### config.mk
export PLATFORM = sky130hd
export DESIGN_NAME = xbus_decoder
export DESIGN_NICKNAME = d
export VERILOG_FILES = /design/src/design/xbus_pkg.sv /design/src/design/xbus_decoder.sv
export SDC_FILE = /design/constraint.sdc
export NUM_CORES = 1
export LEC_CHECK = 0
export BUFFER_PORTS_ARGS = -buffer_cell sky130_fd_sc_hd__buf_4
export CORE_AREA = 2 2 56 58
export CTS_CLUSTER_SIZE = 40
export DETAILED_ROUTE_END_ITERATION = 10
export DIE_AREA = 0 0 58 60
export PLACE_DENSITY_LB_ADDON = 0.1
export SYNTH_ARGS = -nofsm -noshare
export SYNTH_HDL_FRONTEND = slang
export SYNTH_SLANG_ARGS = --single-unit
### constraint.sdc
create_clock -name clk_i -period 1.1 [get_ports clk_i]
set_clock_uncertainty 0.05 [all_clocks]
set_input_delay 0.11 -clock clk_i [delete_from_list [all_inputs] [get_ports clk_i]]
set_output_delay 0.11 -clock clk_i [all_outputs]
set_load 0.1 [all_outputs]
### src/design/xbus_pkg.sv
// bus unit shared constants
// address map, data memory geometry and wishbone timing for the whole subsystem
package xbus_pkg;

    // ----------------------------------------------------------
    // address map
    // ----------------------------------------------------------
    localparam logic [31:0] dmem_base     = 32'h8000_0000; // internal data memory window
    localparam logic [31:0] reserved_base = 32'hffff_0000; // no device behind it here

    // ----------------------------------------------------------
    // data memory geometry
    // ----------------------------------------------------------
    localparam int dmem_size  = 4096;             // bytes
    localparam int dmem_abits = $clog2(dmem_size); // byte offset bits inside the window
    localparam int dmem_depth = dmem_size / 4;    // 32-bit words

    // ----------------------------------------------------------
    // wishbone gateway
    // ----------------------------------------------------------
    // cycles an access may wait for ack or err before it is dropped
    localparam int bus_timeout = 16;

    // down-counter sizing
    localparam int tmo_cnt_w = $clog2(bus_timeout + 1);
    localparam logic [tmo_cnt_w-1:0] tmo_init = bus_timeout[tmo_cnt_w-1:0]; // reload value

    // request tag layout, 2 bits
    localparam int tag_priv_bit = 0; // 1 = privileged access
    localparam int tag_src_bit  = 1; // 1 = instruction fetch

endpackage

### src/design/xbus_decoder.sv
// address decoder for the host port
// routes a request to data memory or gateway, errors the reserved window
// and merges the target responses
module xbus_decoder (
    input  logic        clk_i,       // bus clock
    input  logic        rstn_i,      // async active-low reset
    // host request
    input  logic [31:0] addr_i,      // request address
    input  logic        rden_i,      // one-cycle read strobe
    input  logic        wren_i,      // one-cycle write strobe
    // target strobes
    output logic        mem_req_o,   // data memory request
    output logic        mem_we_o,    // data memory write
    output logic        gw_req_o,    // gateway request
    output logic        gw_we_o,     // gateway write
    // target responses
    input  logic        mem_ack_i,   // data memory ack
    input  logic [31:0] mem_rdata_i, // zero when not acking
    input  logic        gw_ack_i,    // gateway ack
    input  logic        gw_err_i,    // gateway bus error
    input  logic        gw_tmo_i,    // gateway timeout
    input  logic [31:0] gw_rdata_i,  // zero when not acking
    // merged host response
    output logic        ack_o,       // transfer done
    output logic        err_o,       // transfer error
    output logic        tmo_o,       // transfer timeout
    output logic [31:0] data_o       // read data that is zero unless ack_o
);

    logic host_req; // any strobe this cycle
    logic mem_hit;  // address in data memory window
    logic rsv_hit;  // address in reserved window
    logic ext_hit;  // everything else goes external
    logic rsv_err;  // delayed error for reserved window

    // ----------------------------------------------------------
    // window compare
    // ----------------------------------------------------------
    assign host_req = rden_i | wren_i;
    assign mem_hit  = (addr_i[31:xbus_pkg::dmem_abits] ==
                       xbus_pkg::dmem_base[31:xbus_pkg::dmem_abits]);
    assign rsv_hit  = (addr_i[31:16] == xbus_pkg::reserved_base[31:16]); // upper 64k
    assign ext_hit  = ~mem_hit & ~rsv_hit;

    // exactly one strobe, or none for the reserved window
    assign mem_req_o = host_req & mem_hit;
    assign mem_we_o  = wren_i & mem_hit;
    assign gw_req_o  = host_req & ext_hit;
    assign gw_we_o   = wren_i & ext_hit;

    // reserved access answers one cycle later like a real device would
    always_ff @(posedge clk_i or negedge rstn_i) begin
        if (!rstn_i) begin
            rsv_err <= 1'b0;
        end else begin
            rsv_err <= host_req & rsv_hit; // single pulse
        end
    end

    // ----------------------------------------------------------
    // response merge
    // ----------------------------------------------------------
    // targets keep idle outputs at zero so a plain OR is enough
    assign ack_o  = mem_ack_i | gw_ack_i;
    assign err_o  = rsv_err | gw_err_i;
    assign tmo_o  = gw_tmo_i;                  // only the gateway can time out
    assign data_o = mem_rdata_i | gw_rdata_i;

endmodule

; ---- Word-level counts from Yosys, hierarchy flattened
; Index checks and enable logic that the tools add are counted.
[op_classes]
magnitude_cmp = 0
div_mod_pow = 0
add_sub_neg = 0
muxes = 0
n_reduce_logical = 0
bitwise = 12
shift = 0
eq_ne = 2
n_mul = 0
[op_table]
columns = cell, count
row1 = bitwise OR 32 bit, 1
row2 = equality test 20 bit (second input constant), 1
row3 = equality test 16 bit (second input constant), 1
row4 = AND 1 bit, 6
row5 = bitwise OR 1 bit, 3
row6 = NOT 1 bit, 2
[totals]
word_cells = 15
n_memories = 0
input_bits = 104
latchBits = 0
mem_bits_rw = 0
rom_bits = 0
register_bits = 1
out_inout_bits = 39

; ---- Depth between registers and ports, before layout
[logic_depth]
depth_word = 4
ltp_mapped = 3
depth_no_buf = 3

; ---- Worst setup path before layout
; No wires, ideal clock.
[synth_path]
kind = in2out
start = in addr_i[27]
end = out mem_req_o
path_slack_ns = -1.713
arrival_time_ns = 2.653
n_path_buf = 0
required_time_ns = 0.940
path_stages = 3
cell_sequence = nor4b_1 -> nand3_1 -> nor3_1
[synth_between]
elab_chain_len = 2
[synth_rtl]
columns = element, line
row1 = "start, declared", xbus_decoder.sv:8  ; input logic [31:0] addr_i,
row2 = equality test 20 bit, xbus_decoder.sv:40  ; assign mem_hit = (addr_i[31:xbus_pkg::dmem_abits] ==
row3 = AND 1 bit, xbus_decoder.sv:46  ; assign mem_req_o = host_req & mem_hit;
row4 = "end, declared", xbus_decoder.sv:12  ; output logic mem_req_o,
; Every way passes these cells.

; ---- Worst setup path in the final report
[layout_path]
start = in addr_i[16]
end = out gw_we_o
[layout_between]
elab_chain_len = 4
[layout_rtl]
columns = element, line
row1 = equality test 20 bit / equality test 16 bit (equally long branches), "xbus_decoder.sv:40, xbus_decoder.sv:42"
row2 = NOT 1 bit, xbus_decoder.sv:43  ; assign ext_hit = ~mem_hit & ~rsv_hit;
row3 = AND 1 bit (*), xbus_decoder.sv:43
row4 = AND 1 bit (*), xbus_decoder.sv:49  ; assign gw_we_o = wren_i & ext_hit;
row5 = "end, declared", xbus_decoder.sv:15  ; output logic gw_we_o,
; Every way passes the cells marked *; elsewhere a longest branch is shown, timed or not.

==> summary.txt <==
Run status
  – Run status: finished, violations left
  – Failing checks: setup timing

Worst setup path
  – Slowest-stage cell, CP: sky130_fd_sc_hd__or4_4
  – Arrival time reported for the critical path endpoint: approximately 1.2 ns
  – Endpoint type of the worst setup path: output pin
  – Cells traversed along the worst timing path: buf_6 > nand4_1 > or4_4 > o211a_4 > buf_12
  – Type of the setup path with the least slack: input pin to output pin
  – Crit path launch type: input pin
  – Crit path largest cell delay: 0.57 ns
  – Crit Path Max Fanout: 3
  – Endpoint required time on the critical path: around 0.94 ns

Power
  – Switching share of power: 60.68%
  – Clock network power share: 0%
  – Net switching power: 627.1 µW
  – Static Leak: between 0.7 and 0.8 nW
  – Power density over cell area: 654.5 mW/mm²
  – Internal Dissipation: 406.4 µW
  – Share of total power in sequential cells: roughly 3.6%
  – IR drop worst, VDD: 0.5021 mV
  – Combinational cell fraction of total power: 96.4%

Timing
  – Relative slew margins: 82.19%
  – Fin crit period: 1.341 ns
  – Final hold slack: 0.1700 ns
  – Number of slew-limit violations in the final report: 0
  – RSZ-0062 raised after global routing: yes
  – PnR worst setup slack: -0.2414 ns
  – Sum Neg Setup Slack: -0.8298 ns
  – Share of the clock period used by the worst path after layout: 121.9%
  – Maximum achievable frequency: ~750 MHz
  – Hold violation count in the final report: 0
  – Number of setup violations in the final report: 5
  – Worst Tran Pin Value: 0.2652 ns

Placed design
  – Port bufs: 128
  – Global placement routability congestion: 0.7753
  – Placed wire-length estimate after detailed placement: 2401 µm
  – Cell area after placement: 0.001434 mm²
  – DP Worst Slack: -0.3054 ns

Route
  – Routed length per placed instance: roughly 12 µm
  – Total wirelength of the detailed-routed design: 2517 µm
  – First-pass iteration count of the detailed router: 4
  – Number of nets with antenna violations after routing: 0
  – Post-route DRC: 0
  – Post-detailed-route via-to-cell ratio: 4.144
  – Total via count in the routed design: 895
  – Iteration-0 DRC count of the detailed router: 3

Run
  – Max-cap check violation count: 0

GRT
  – All-Layer GR Usage: 13.08%
  – Antenna violations before repair: 0
  – Total grt overflow: 0
  – Global-route wire length before repair: 3663 µm
  – Number of global-route vias before repair: just over 900
  – Pin count of the biggest net entering global routing: 5

Finish
  – Post-layout net count: 289
  – Inserted Diodes: 0
  – Area delta synth->final: 330.7%
  – Max FFs per register: 1
  – Share of final-layout standard cells stronger than drive strength 1: 95.08%
  – Largest Register: rsv_err
  – Layout filler cell count: 286
  – Sequential cell area: 25.02 µm²
  – Top Registers: rsv_err: 1 flops
  – Final cell area excluding filler cells: 0.001579 mm²
  – Area used by multi-input combinational logic: 450.4 µm²

Synth
  – Number of distinct library cells after synthesis: 14
  – Number of instances in the synthesized netlist: 55
  – Share of synthesized cell area in full adder, half adder and majority cells: 0%
  – Leading cell type by number of instances after synthesis: sky130_fd_sc_hd__or2_2
  – Number of synthesized register bits: 1
  – Synth Area in Compound Gates: 5.802%
  – Multiplexer share of the synthesized area: 0%
  – Syn_nets: 159
  – Warning count from the yosys run: 0
  – Post-synthesis sequential area ratio: 6.826%
  – Area of the mapped netlist: between 300 and 400 µm²
  – Largest cells by area after synthesis: sky130_fd_sc_hd__or2_2, sky130_fd_sc_hd__dfrtp_1, sky130_fd_sc_hd__nand4_1, sky130_fd_sc_hd__nor4_1, sky130_fd_sc_hd__o221a_2
  – Avg Synthesized Cell Area: around 6.7 µm²
  – Flip-flop cell with the highest count after synthesis: sky130_fd_sc_hd__dfrtp_1
  – Biggest area consumer among synthesized cells: sky130_fd_sc_hd__or2_2
  – Synth Area in Simple Gates: 84.30%
  – Number of enable flip-flop cells after synthesis: 0
  – Proportion of netlist area held by the largest area contributor: 58.02%
  – Most frequent cells after synthesis: sky130_fd_sc_hd__or2_2, sky130_fd_sc_hd__nand4_1, sky130_fd_sc_hd__nor4_1
  – XOR/XNOR Fraction of Synth Area: 0%
  – Main combinational cell family by area after synthesis: simple AND/OR/NAND/NOR gates
  – Async SR Flop Fraction: 100.0%

Clock network
  – Post-CTS Setup Bufs: 0

Hold path
  – Class of the tightest hold or removal check: input pin to output pin

Floorplan
  – Starting Density: 12.63%
  – Core Box Area: 0.002903 mm²
  – Boundary Pins: 143
  – Die H: 60 µm
  – Die Span X: 58 µm
  – Number of placement rows: 20
  – DIE AREA: approximately 0.0035 mm²
## worst paths after layout
kind / end / cells after the start / slack (ns) / from
min in group asynchronous: rsv_err / 2 / 0.39 / rstn_i
worst min-delay path: tmo_o / 0 / 0.17 / gw_tmo_i
worst max-delay path: gw_we_o / 5 / -0.24 / addr_i[16]
max in group asynchronous: rsv_err / 2 / 0.53 / rstn_i
## layer usage
layer / vias to the layer above / share of wire (%) / GRT usage [%]
met4: 0 / 0 / 0
li1: 447 / - / -
met2: 59 / 57 / 26.95
met5: - / 0 / 0
met3: 0 / 15 / 5.844
met1: 389 / 28 / 12.52
## critical path, delay by kind of cell
kind | cells | cell delay [ns]
buffers and inverters | 2 | 0.23
AND/OR/NAND/NOR | 2 | 0.67
AO/OA/AOI/OAI | 1 | 0.17
## final cells by class
cell class / count / area share, %
flip-flops and latches: 1 / 1.585
multi-input cells: 52 / 28.53
well taps: 33 / 2.615
inverters: 1 / 0.2377
repair buffers: 129 / 67.04
## power by group through the flow
stage | Sequential [mW] | Clock (mW) | Combinational (mW)
after floorplan | 0.0375 | 0 | 0.614
after global placement | 0.0375 | 0 | 0.950
after detailed placement | 0.0375 | 0 | 0.959
after CTS | 0.0375 | 0 | 0.996
after global routing | 0.0375 | 0 | 1.03
final | 0.0375 | 0 | 0.996
## cell usage in the layout, fill, tap and decap left out
master,count
sky130_fd_sc_hd__buf_4,115
sky130_fd_sc_hd__or2_2,34
sky130_fd_sc_hd__buf_6,8
sky130_fd_sc_hd__nand4_1,4
sky130_fd_sc_hd__buf_12,4
sky130_fd_sc_hd__nor4_4,3
sky130_fd_sc_hd__nor2_1,2
sky130_fd_sc_hd__nor3_4,2
sky130_fd_sc_hd__or4_4,1
sky130_fd_sc_hd__nor4b_4,1
sky130_fd_sc_hd__nand3_4,1
sky130_fd_sc_hd__nor4_2,1
sky130_fd_sc_hd__nand2_2,1
sky130_fd_sc_hd__inv_1,1
sky130_fd_sc_hd__o221a_4,1
sky130_fd_sc_hd__o211a_4,1
sky130_fd_sc_hd__dlygate4sd3_1,1
sky130_fd_sc_hd__buf_8,1
sky130_fd_sc_hd__dfrtp_1,1
## logic make-up (layout without fill, tap and decap cells)
logic type / count (synthesis) / in the layout
buffers and inverters: 2 / 130
AOI/OAI and AO/OA: 2 / 2
DFF: 1 / 1
and+or+nand+nor: 50 / 50
## metrics by stage
stage | utilization (%) | std cells | power [mW]
3_5_place_dp | 49.40 | 215 | 0.9966
3_3_place_gp | 49.40 | 215 | 0.9871
5_1_grt | 54.40 | 216 | 1.070
2_1_floorplan | - | 55 | 0.6513
6_report | 54.40 | 216 | 1.033
4_1_cts | 53.88 | 216 | 1.033
## what timing repair did
action,CTS,global route
hold endpoints to repair,1,0
pin swaps,9,3
hold buffers,1,0
setup endpoints to repair,5,5
resized for setup,26,3
Power figures use the tool's default switching activity.
