`src/design/xbus_pkg.sv`:
```
// bus unit shared constants
// address map, data memory geometry and wishbone timing for the whole subsystem
package xbus_pkg;

    // ----------------------------------------------------------
    // address map
    // ----------------------------------------------------------
    localparam logic [31:0] dmem_base     = 32'h8000_0000; // internal data memory window
    localparam logic [31:0] reserved_base = 32'hffff_0000; // no device behind it here

    // ----------------------------------------------------------
    // data memory geometry
    // ----------------------------------------------------------
    localparam int dmem_size  = 4096;             // bytes
    localparam int dmem_abits = $clog2(dmem_size); // byte offset bits inside the window
    localparam int dmem_depth = dmem_size / 4;    // 32-bit words

    // ----------------------------------------------------------
    // wishbone gateway
    // ----------------------------------------------------------
    // cycles an access may wait for ack or err before it is dropped
    localparam int bus_timeout = 16;

    // down-counter sizing
    localparam int tmo_cnt_w = $clog2(bus_timeout + 1);
    localparam logic [tmo_cnt_w-1:0] tmo_init = bus_timeout[tmo_cnt_w-1:0]; // reload value

    // request tag layout, 2 bits
    localparam int tag_priv_bit = 0; // 1 = privileged access
    localparam int tag_src_bit  = 1; // 1 = instruction fetch

endpackage

```
`src/design/xbus_gateway.sv`:
```
// registered wishbone classic gateway
// one access at a time, ends on ack, err or timeout
module xbus_gateway (
    input  logic        clk_i,    // bus clock
    input  logic        rstn_i,   // async reset, low active
    // host side
    input  logic        req_i,    // external request, one cycle
    input  logic        we_i,     // 1 = write
    input  logic        src_i,    // 0 = data, 1 = instruction
    input  logic        priv_i,   // 1 = privileged
    input  logic [31:0] addr_i,   // byte address
    input  logic [3:0]  ben_i,    // byte enables
    input  logic [31:0] wdata_i,  // write data
    output logic        ack_o,    // access done
    output logic        err_o,    // slave error
    output logic        tmo_o,    // no answer in time
    output logic [31:0] rdata_o,  // zero unless ack_o
    output logic        busy_o,   // access in flight
    // wishbone master
    output logic        wb_cyc_o, // cycle valid
    output logic        wb_stb_o, // strobe, same as cyc in classic mode
    output logic        wb_we_o,  // write enable
    output logic [31:0] wb_adr_o, // address
    output logic [31:0] wb_dat_o, // write data
    output logic [3:0]  wb_sel_o, // byte select
    output logic [1:0]  wb_tag_o, // priv and source
    input  logic [31:0] wb_dat_i, // read data
    input  logic        wb_ack_i, // slave ack
    input  logic        wb_err_i  // slave error
);

    typedef enum logic {
        idle_s,
        busy_s
    } state_t;

    state_t state;

    // outgoing request registers, held while idle
    logic        we_q;
    logic [31:0] adr_q;
    logic [31:0] wdat_q;
    logic [3:0]  sel_q;
    logic [1:0]  tag_q;

    // registered response
    logic        ack_q;
    logic        err_q;
    logic        tmo_q;
    logic [31:0] rdat_q;

    logic [xbus_pkg::tmo_cnt_w-1:0] tmo_cnt; // cycles left before timeout
    logic                           tmo_hit; // counter ran out

    assign tmo_hit = (tmo_cnt == '0);

    // ----------------------------------------------------------
    // access FSM
    // ----------------------------------------------------------
    always_ff @(posedge clk_i or negedge rstn_i) begin
        if (!rstn_i) begin
            state   <= idle_s;
            we_q    <= 1'b0;
            adr_q   <= '0;
            wdat_q  <= '0;
            sel_q   <= '0;
            tag_q   <= '0;
            ack_q   <= 1'b0;
            err_q   <= 1'b0;
            tmo_q   <= 1'b0;
            rdat_q  <= '0;
            tmo_cnt <= xbus_pkg::tmo_init;
        end else begin
            // response pulses last one cycle
            ack_q  <= 1'b0;
            err_q  <= 1'b0;
            tmo_q  <= 1'b0;
            rdat_q <= '0;
            case (state)
                idle_s: begin
                    tmo_cnt <= xbus_pkg::tmo_init; // rearm for next access
                    if (req_i) begin
                        we_q   <= we_i;
                        adr_q  <= addr_i;
                        wdat_q <= wdata_i;
                        sel_q  <= ben_i;
                        tag_q[xbus_pkg::tag_priv_bit] <= priv_i;
                        tag_q[xbus_pkg::tag_src_bit]  <= src_i;
                        state  <= busy_s; // cyc rises next cycle
                    end
                end
                busy_s: begin
                    tmo_cnt <= tmo_cnt - {{(xbus_pkg::tmo_cnt_w-1){1'b0}}, 1'b1};
                    if (wb_err_i) begin                  // error wins
                        err_q <= 1'b1;
                        state <= idle_s;
                    end else if (tmo_hit) begin          // slave stayed silent
                        tmo_q <= 1'b1;
                        state <= idle_s;
                    end else if (wb_ack_i) begin         // normal end
                        ack_q  <= 1'b1;
                        rdat_q <= we_q ? '0 : wb_dat_i;  // capture reads only
                        state  <= idle_s;
                    end
                end
                default: state <= idle_s;
            endcase
        end
    end

    // ----------------------------------------------------------
    // outputs
    // ----------------------------------------------------------
    assign busy_o   = (state == busy_s);
    assign wb_cyc_o = (state == busy_s);
    assign wb_stb_o = (state == busy_s); // classic mode
    assign wb_we_o  = we_q;
    assign wb_adr_o = adr_q;
    assign wb_dat_o = wdat_q;
    assign wb_sel_o = sel_q;
    assign wb_tag_o = tag_q;

    assign ack_o   = ack_q;
    assign err_o   = err_q;
    assign tmo_o   = tmo_q;
    assign rdata_o = rdat_q; // cleared in every cycle without ack

endmodule

```
`config.mk`:
```
export PLATFORM = sky130hd
export DESIGN_NAME = xbus_gateway
export DESIGN_NICKNAME = d
export VERILOG_FILES = /design/src/design/xbus_pkg.sv /design/src/design/xbus_gateway.sv
export SDC_FILE = /design/constraint.sdc
export NUM_CORES = 1
export LEC_CHECK = 0
export BUFFER_PORTS_ARGS = -buffer_cell sky130_fd_sc_hd__clkbuf_2
export CAP_MARGIN = 20
export CORE_MARGIN = 2
export CORE_UTILIZATION = 46
export CTS_BUF_LIST = sky130_fd_sc_hd__clkbuf_4 sky130_fd_sc_hd__clkbuf_8
export DETAILED_ROUTE_END_ITERATION = 6
export PLACE_DENSITY_LB_ADDON = 0.3
export SKIP_LAST_GASP = 1
export SLEW_MARGIN = 20
export SYNTH_ARGS = -nofsm -noshare
export SYNTH_HDL_FRONTEND = slang
export SYNTH_SLANG_ARGS = --single-unit
```
`constraint.sdc`:
```
create_clock -name clk_i -period 1.6 [get_ports clk_i]
set_input_delay 0.32 -clock clk_i [delete_from_list [all_inputs] [get_ports clk_i]]
set_output_delay 0.32 -clock clk_i [all_outputs]
set_load 0.01 [all_outputs]
```
### After elaboration in Yosys (flattened, before gate mapping)

Index checks and enable logic that the tools add are counted.
Widths: inputs -> output; s select.

| word-level totals | value |
|---|---|
| register bits after elaboration | 112 |
| bits of input ports | 108 |
| output and inout bits | 109 |
| word-level logic and storage cells | 35 |

| cells by class | value |
|---|---|
| add/subtract/negate cells | 1 |
| muxes and demuxes | 20 |
| bitwise gates (word level) | 1 |
| reductions and logical operators | 2 |

Operators with widths:

| operator | count |
|---|---|
| $mux 32 | 5 |
| $mux 1 | 13 |
| $pmux 5 s2 | 1 |
| $logic_not 5->1 | 1 |
| $sub 5x1->5 const B | 1 |
| $pmux 1 s2 | 1 |
| $reduce_and 2->1 | 1 |
| $not 1->1 | 1 |

### Depth between registers and ports, before layout

| depth | value |
|---|---|
| depth in word-level cells | 5 |
| depth in mapped cells | 6 |
| mapped depth without buffers | 5 |

### Least setup slack after synthesis

Ideal clock, no wire load.

| path | value |
|---|---|
| path kind | reg2reg |
| start | register tmo_cnt[0] (netlist name) |
| end | register rdat_q[10] (netlist: rdata_o[10]) |
| library setup time | 66 ps |
| arrival | 1,365 ps |
| data required time | 1,534 ps |
| slack | 170 ps |
| stages on the path, launching flop included | 7 |
| path buffers | 1 |
| clock period less this slack | 1,430 ps |
| cells stage by stage | dfrtp_1 inv_1 ha_1 nor4b_4 nor4b_4 clkbuf_2 and2_1 |

| between the ends | value |
|---|---|
| longest elaborated chain between the ends | 4 |

Ends and longest elaborated chain:

| item | RTL line | source |
|---|---|---|
| start, declared | xbus_gateway.sv:52 | `logic [xbus_pkg::tmo_cnt_w-1:0] tmo_cnt;` |
| start signal, assigned | xbus_gateway.sv:72 | `tmo_cnt <= xbus_pkg::tmo_init;` |
| start signal, assigned | xbus_gateway.sv:81 | `tmo_cnt <= xbus_pkg::tmo_init;` |
| start signal, assigned | xbus_gateway.sv:93 | `tmo_cnt <= tmo_cnt - {{(xbus_pkg::tmo_cnt_w-1){1'b0}}, 1'b1};` |
| $logic_not 5->1 | xbus_gateway.sv:55 | `assign tmo_hit = (tmo_cnt == '0);` |
| $mux 32 | xbus_gateway.sv:97 | `end else if (tmo_hit) begin` |
| $mux 32 | xbus_gateway.sv:94 | `if (wb_err_i) begin` |
| $mux 32 | xbus_gateway.sv:79 | `case (state)` |
| end signal, assigned | xbus_gateway.sv:102 | `rdat_q <= we_q ? '0 : wb_dat_i;` |
| end, declared | xbus_gateway.sv:50 | `logic [31:0] rdat_q;` |

No other way between the ends.
A chain may end at the register's enable or synchronous reset.

### Worst setup path after layout

Ends and elaborated chain as after synthesis.

==> key figures <==
Run status
  – Outcome: finished, final reports clean

Timing
  – Slew at the pin closest to its max-slew limit: 0.3583 ns
  – # setup viols final: 0
  – RSZ-0062 raised after global routing: false
  – Final Hold Viols: 0
  – Clk_skew: 0.02041 ns
  – Setup ws final: 0.07627 ns
  – Part of the cycle the worst path needs: 95.23%
  – Fmax: 656.3 MHz
  – Final min period: 1.524 ns
  – Pins Over Slew Limit: 0
  – Slew HR: 76.12%

Cells and area
  – Post-layout util: 65.17%
  – Register area: 0.002804 mm²
  – Share of layout cells above drive strength 1: 65.71%
  – Area grow syn2layout: 38.53%
  – Post-layout nets: 591
  – ANT cells: 0
  – Footprint of the multi-input gates: 0.001201 mm²
  – Fill cells: 697

Logic synthesis
  – Simple-gate share of the synthesized area: 8.285%
  – Mux contribution to synthesized area: 19.68%
  – Synth Instances: 250
  – Synth Warn #: 0
  – Syn Nets: 359
  – Post-synthesis adder-cell area fraction: 0.3080%
  – Post-synthesis instance area: 0.004063 mm²
  – Count leader, synth: dfrtp_1
  – Commonest cells in the netlist: 111 x dfrtp_1, 64 x mux2_2, 35 x and2_1, 7 x buf_2, 7 x mux2_1
  – Sequential share of the synthesized area: 69.02%
  – Largest family of logic cells by synthesized area: multiplexers
  – Avg Inst Size Synth: 16.25 µm²
  – Synth top area share: 68.37%
  – Asr flop ratio synth: 100.0%
  – Area leader, netlist: dfrtp_1
  – Yosys reg bits: 112
  – Xor and xnor area share after synthesis: 0.4312%
  – Post-synth top flop: dfrtp_1
  – Top cells by area, synth: dfrtp_1 68%, mux2_2 18%, and2_1 5.4%, mux2_1 1.9%, nor4b_4 1.2%
  – Compound-Gate Fraction of Synth Area: 0.2156%
  – Yosys cell types: 21
  – EDFF count, synth: 0

Route
  – WL final: 8988 µm
  – Vias per std cell: 4.699
  – M1 WL: 3343 µm
  – Routed vias: 2796
  – # DRC: 0
  – Wire per inst: 15.11 µm
  – Max Used Layer: met4
  – Initial DRC Count: 59
  – DR WL met3: 968 µm
  – Length of the first detailed-routing pass in iterations: 4
  – Met2 wire len: 4415 µm
  – ANT nets after route: 0

Placement
  – Port bufs: 216
  – GP Congestion: 0.8141
  – DP Wirelength: 6777 µm
  – Place WS: -0.4859 ns

Min path
  – WHS Endpoint: rdata_o[0]
  – Hold_sp: wb_dat_i[0]
  – HP Class: input pin to flip-flop
  – WHS Path Cells: 2

Job
  – Max-Cap Viols: 0

Floorplan
  – Die X: 97.98 µm
  – Initial cell density of the core: 47.04%
  – Core Footprint: 0.008636 mm²
  – Die Span Y: 97.98 µm
  – Row count: 34
  – Die footprint: 0.009599 mm²
  – Boundary Pins: 217

Clock network
  – Clock Latency Late Sink: 0.36 ns
  – CTS tree: built
  – Num CTS Buffers: 9
  – Clock root cell: clkbuf_8
  – Clock Tree Buf Depth: 2
  – Clock slew at reported path FFs: 0.10 ns
  – CTS Sinks: 112
  – H-Tree Depth: 3

Global routing
  – Gr usage total: 19.35%
  – First-pass GRT wire length: 14410 µm
  – Vias in the first global route: 2946
  – Initial antenna violation count: 0
  – Global route overflow: 0
  – Largest net degree at the start of global routing: 51

Setup path
  – Crit Path Class: flip-flop to flip-flop
  – Worst R2R Start: tmo_cnt[0]
  – CP Launch Type: flip-flop
  – Worst r2r path cells: 7
  – CP Capture Type: flip-flop
  – R2R Setup Slk: 0.08 ns
  – Reg2Reg Capture Point: rdata_o[10]
  – Critical path data arrival time: 1.81 ns
  – Peak fanout along the critical path: 16
  – Critical Path RT: 1.89 ns

Pwr
  – Power density of the placed cells: 1201 mW/mm²
  – Tot Pwr: 0.006759 W
  – Worst ir drop on vdd: 0.5678 mV
  – Leakage: 2.952 nW
[metrics by stage]
step | cells | setup TNS [ns] | instance area [µm²] | hold WS (ns)
after global placement | 573 | -13.27 | 5336 | 0.1555
after detailed placement | 573 | -14.89 | 5336 | 0.1576
after floorplan | 250 | 0 | 4063 | 0.02441
after global routing | 595 | 0 | 5628 | 0.1389
after CTS | 594 | 0 | 5614 | 0.1426
final | 595 | 0 | 5628 | 0.1625
[repair_timing]
action	4_1_cts	5_1_grt
setup endpoints to repair	32	32
gates resized for setup	1	2
setup buffers	3	1
endpoints found under the hold margin	6	0
hold buffers	1	0
pin swaps	2	1
gates cloned	1	0
[how the worst max path moves through the flow]
stage | startpoint | to | slack, ns | cells after the start
3_3_place_gp | tmo_cnt[0] | rdata_o[4] | -0.42 | 5
3_5_place_dp | tmo_cnt[0] | rdata_o[10] | -0.49 | 5
5_1_grt | tmo_cnt[0] | rdata_o[2] | 0.003 | 7
6_report | tmo_cnt[0] | rdata_o[10] | 0.08 | 7
2_1_floorplan | tmo_cnt[0] | rdata_o[10] | 0.17 | 6
4_1_cts | tmo_cnt[0] | rdata_o[13] | 0.02 | 6
[routing by layer]
layer	vias to the layer above	GRT usage (%)
li1	1302	-
met1	1331	22.57
met2	144	31.03
met3	19	8.089
met4	0	9.402
met5	-	0
[area by class of cell]
cell class / count / share of cell area (%)
Clock inverter: 5 / 1.134
Inverter: 3 / 0.2001
Clock buffer: 11 / 2.579
Sequential cell: 112 / 49.82
Tap cell: 108 / 2.401
Multi-Input combinational cell: 123 / 21.34
Timing Repair Buffer: 233 / 22.52
[critical path, stage by stage, from the launching register on]
cell and delay, ns:
dfrtp_1 0.35, inv_1 0.05, ha_2 0.19, nor4b_4 0.13, buf_4 0.16, nor4b_4 0.27, buf_12 0.17, and2_1 0.13
[cell usage in the layout, fill, tap and decap left out, drive strengths merged]
cell type	count
buf	17
bufinv	1
dfrtp	111
dlygate4sd3	1
nor3b	1
nor3	2
clkinv	2
nor2	1
dfstp	1
or3b	1
nand3b	1
nor2b	2
mux2	71
inv	4
clkbuf	226
ha	1
clkinvlp	1
xor2	2
and2	35
nand2b	1
o32ai	1
nand2	1
nor4b	3
[cells by family after synthesis]
group / after synthesis
compound gates: 1
xor+xnor: 2
buf+inv: 16
fa+ha+maj: 1
mux: 71
simple gates: 47
flops: 112
[flip-flops by register name (all words and copies together) (netlist names)]
| signal | count |
|---|---|
| rdata_o | 32 |
| wb_adr_o | 32 |
| wb_dat_o | 32 |
| tmo_cnt | 5 |
| wb_sel_o | 4 |
| wb_tag_o | 2 |
| ack_o | 1 |
| busy_o | 1 |
| err_o | 1 |
| tmo_o | 1 |
| wb_we_o | 1 |
[report_power, final]
| part | switching, W | internal (W) | total [W] |
|---|---|---|---|
| combinational | 0.000726 | 0.000833 | 0.00156 |
| sequential | 0.000226 | 0.00326 | 0.00348 |
| clock | 0.000921 | 0.000797 | 0.00172 |
(Power assumes the default switching activity.)
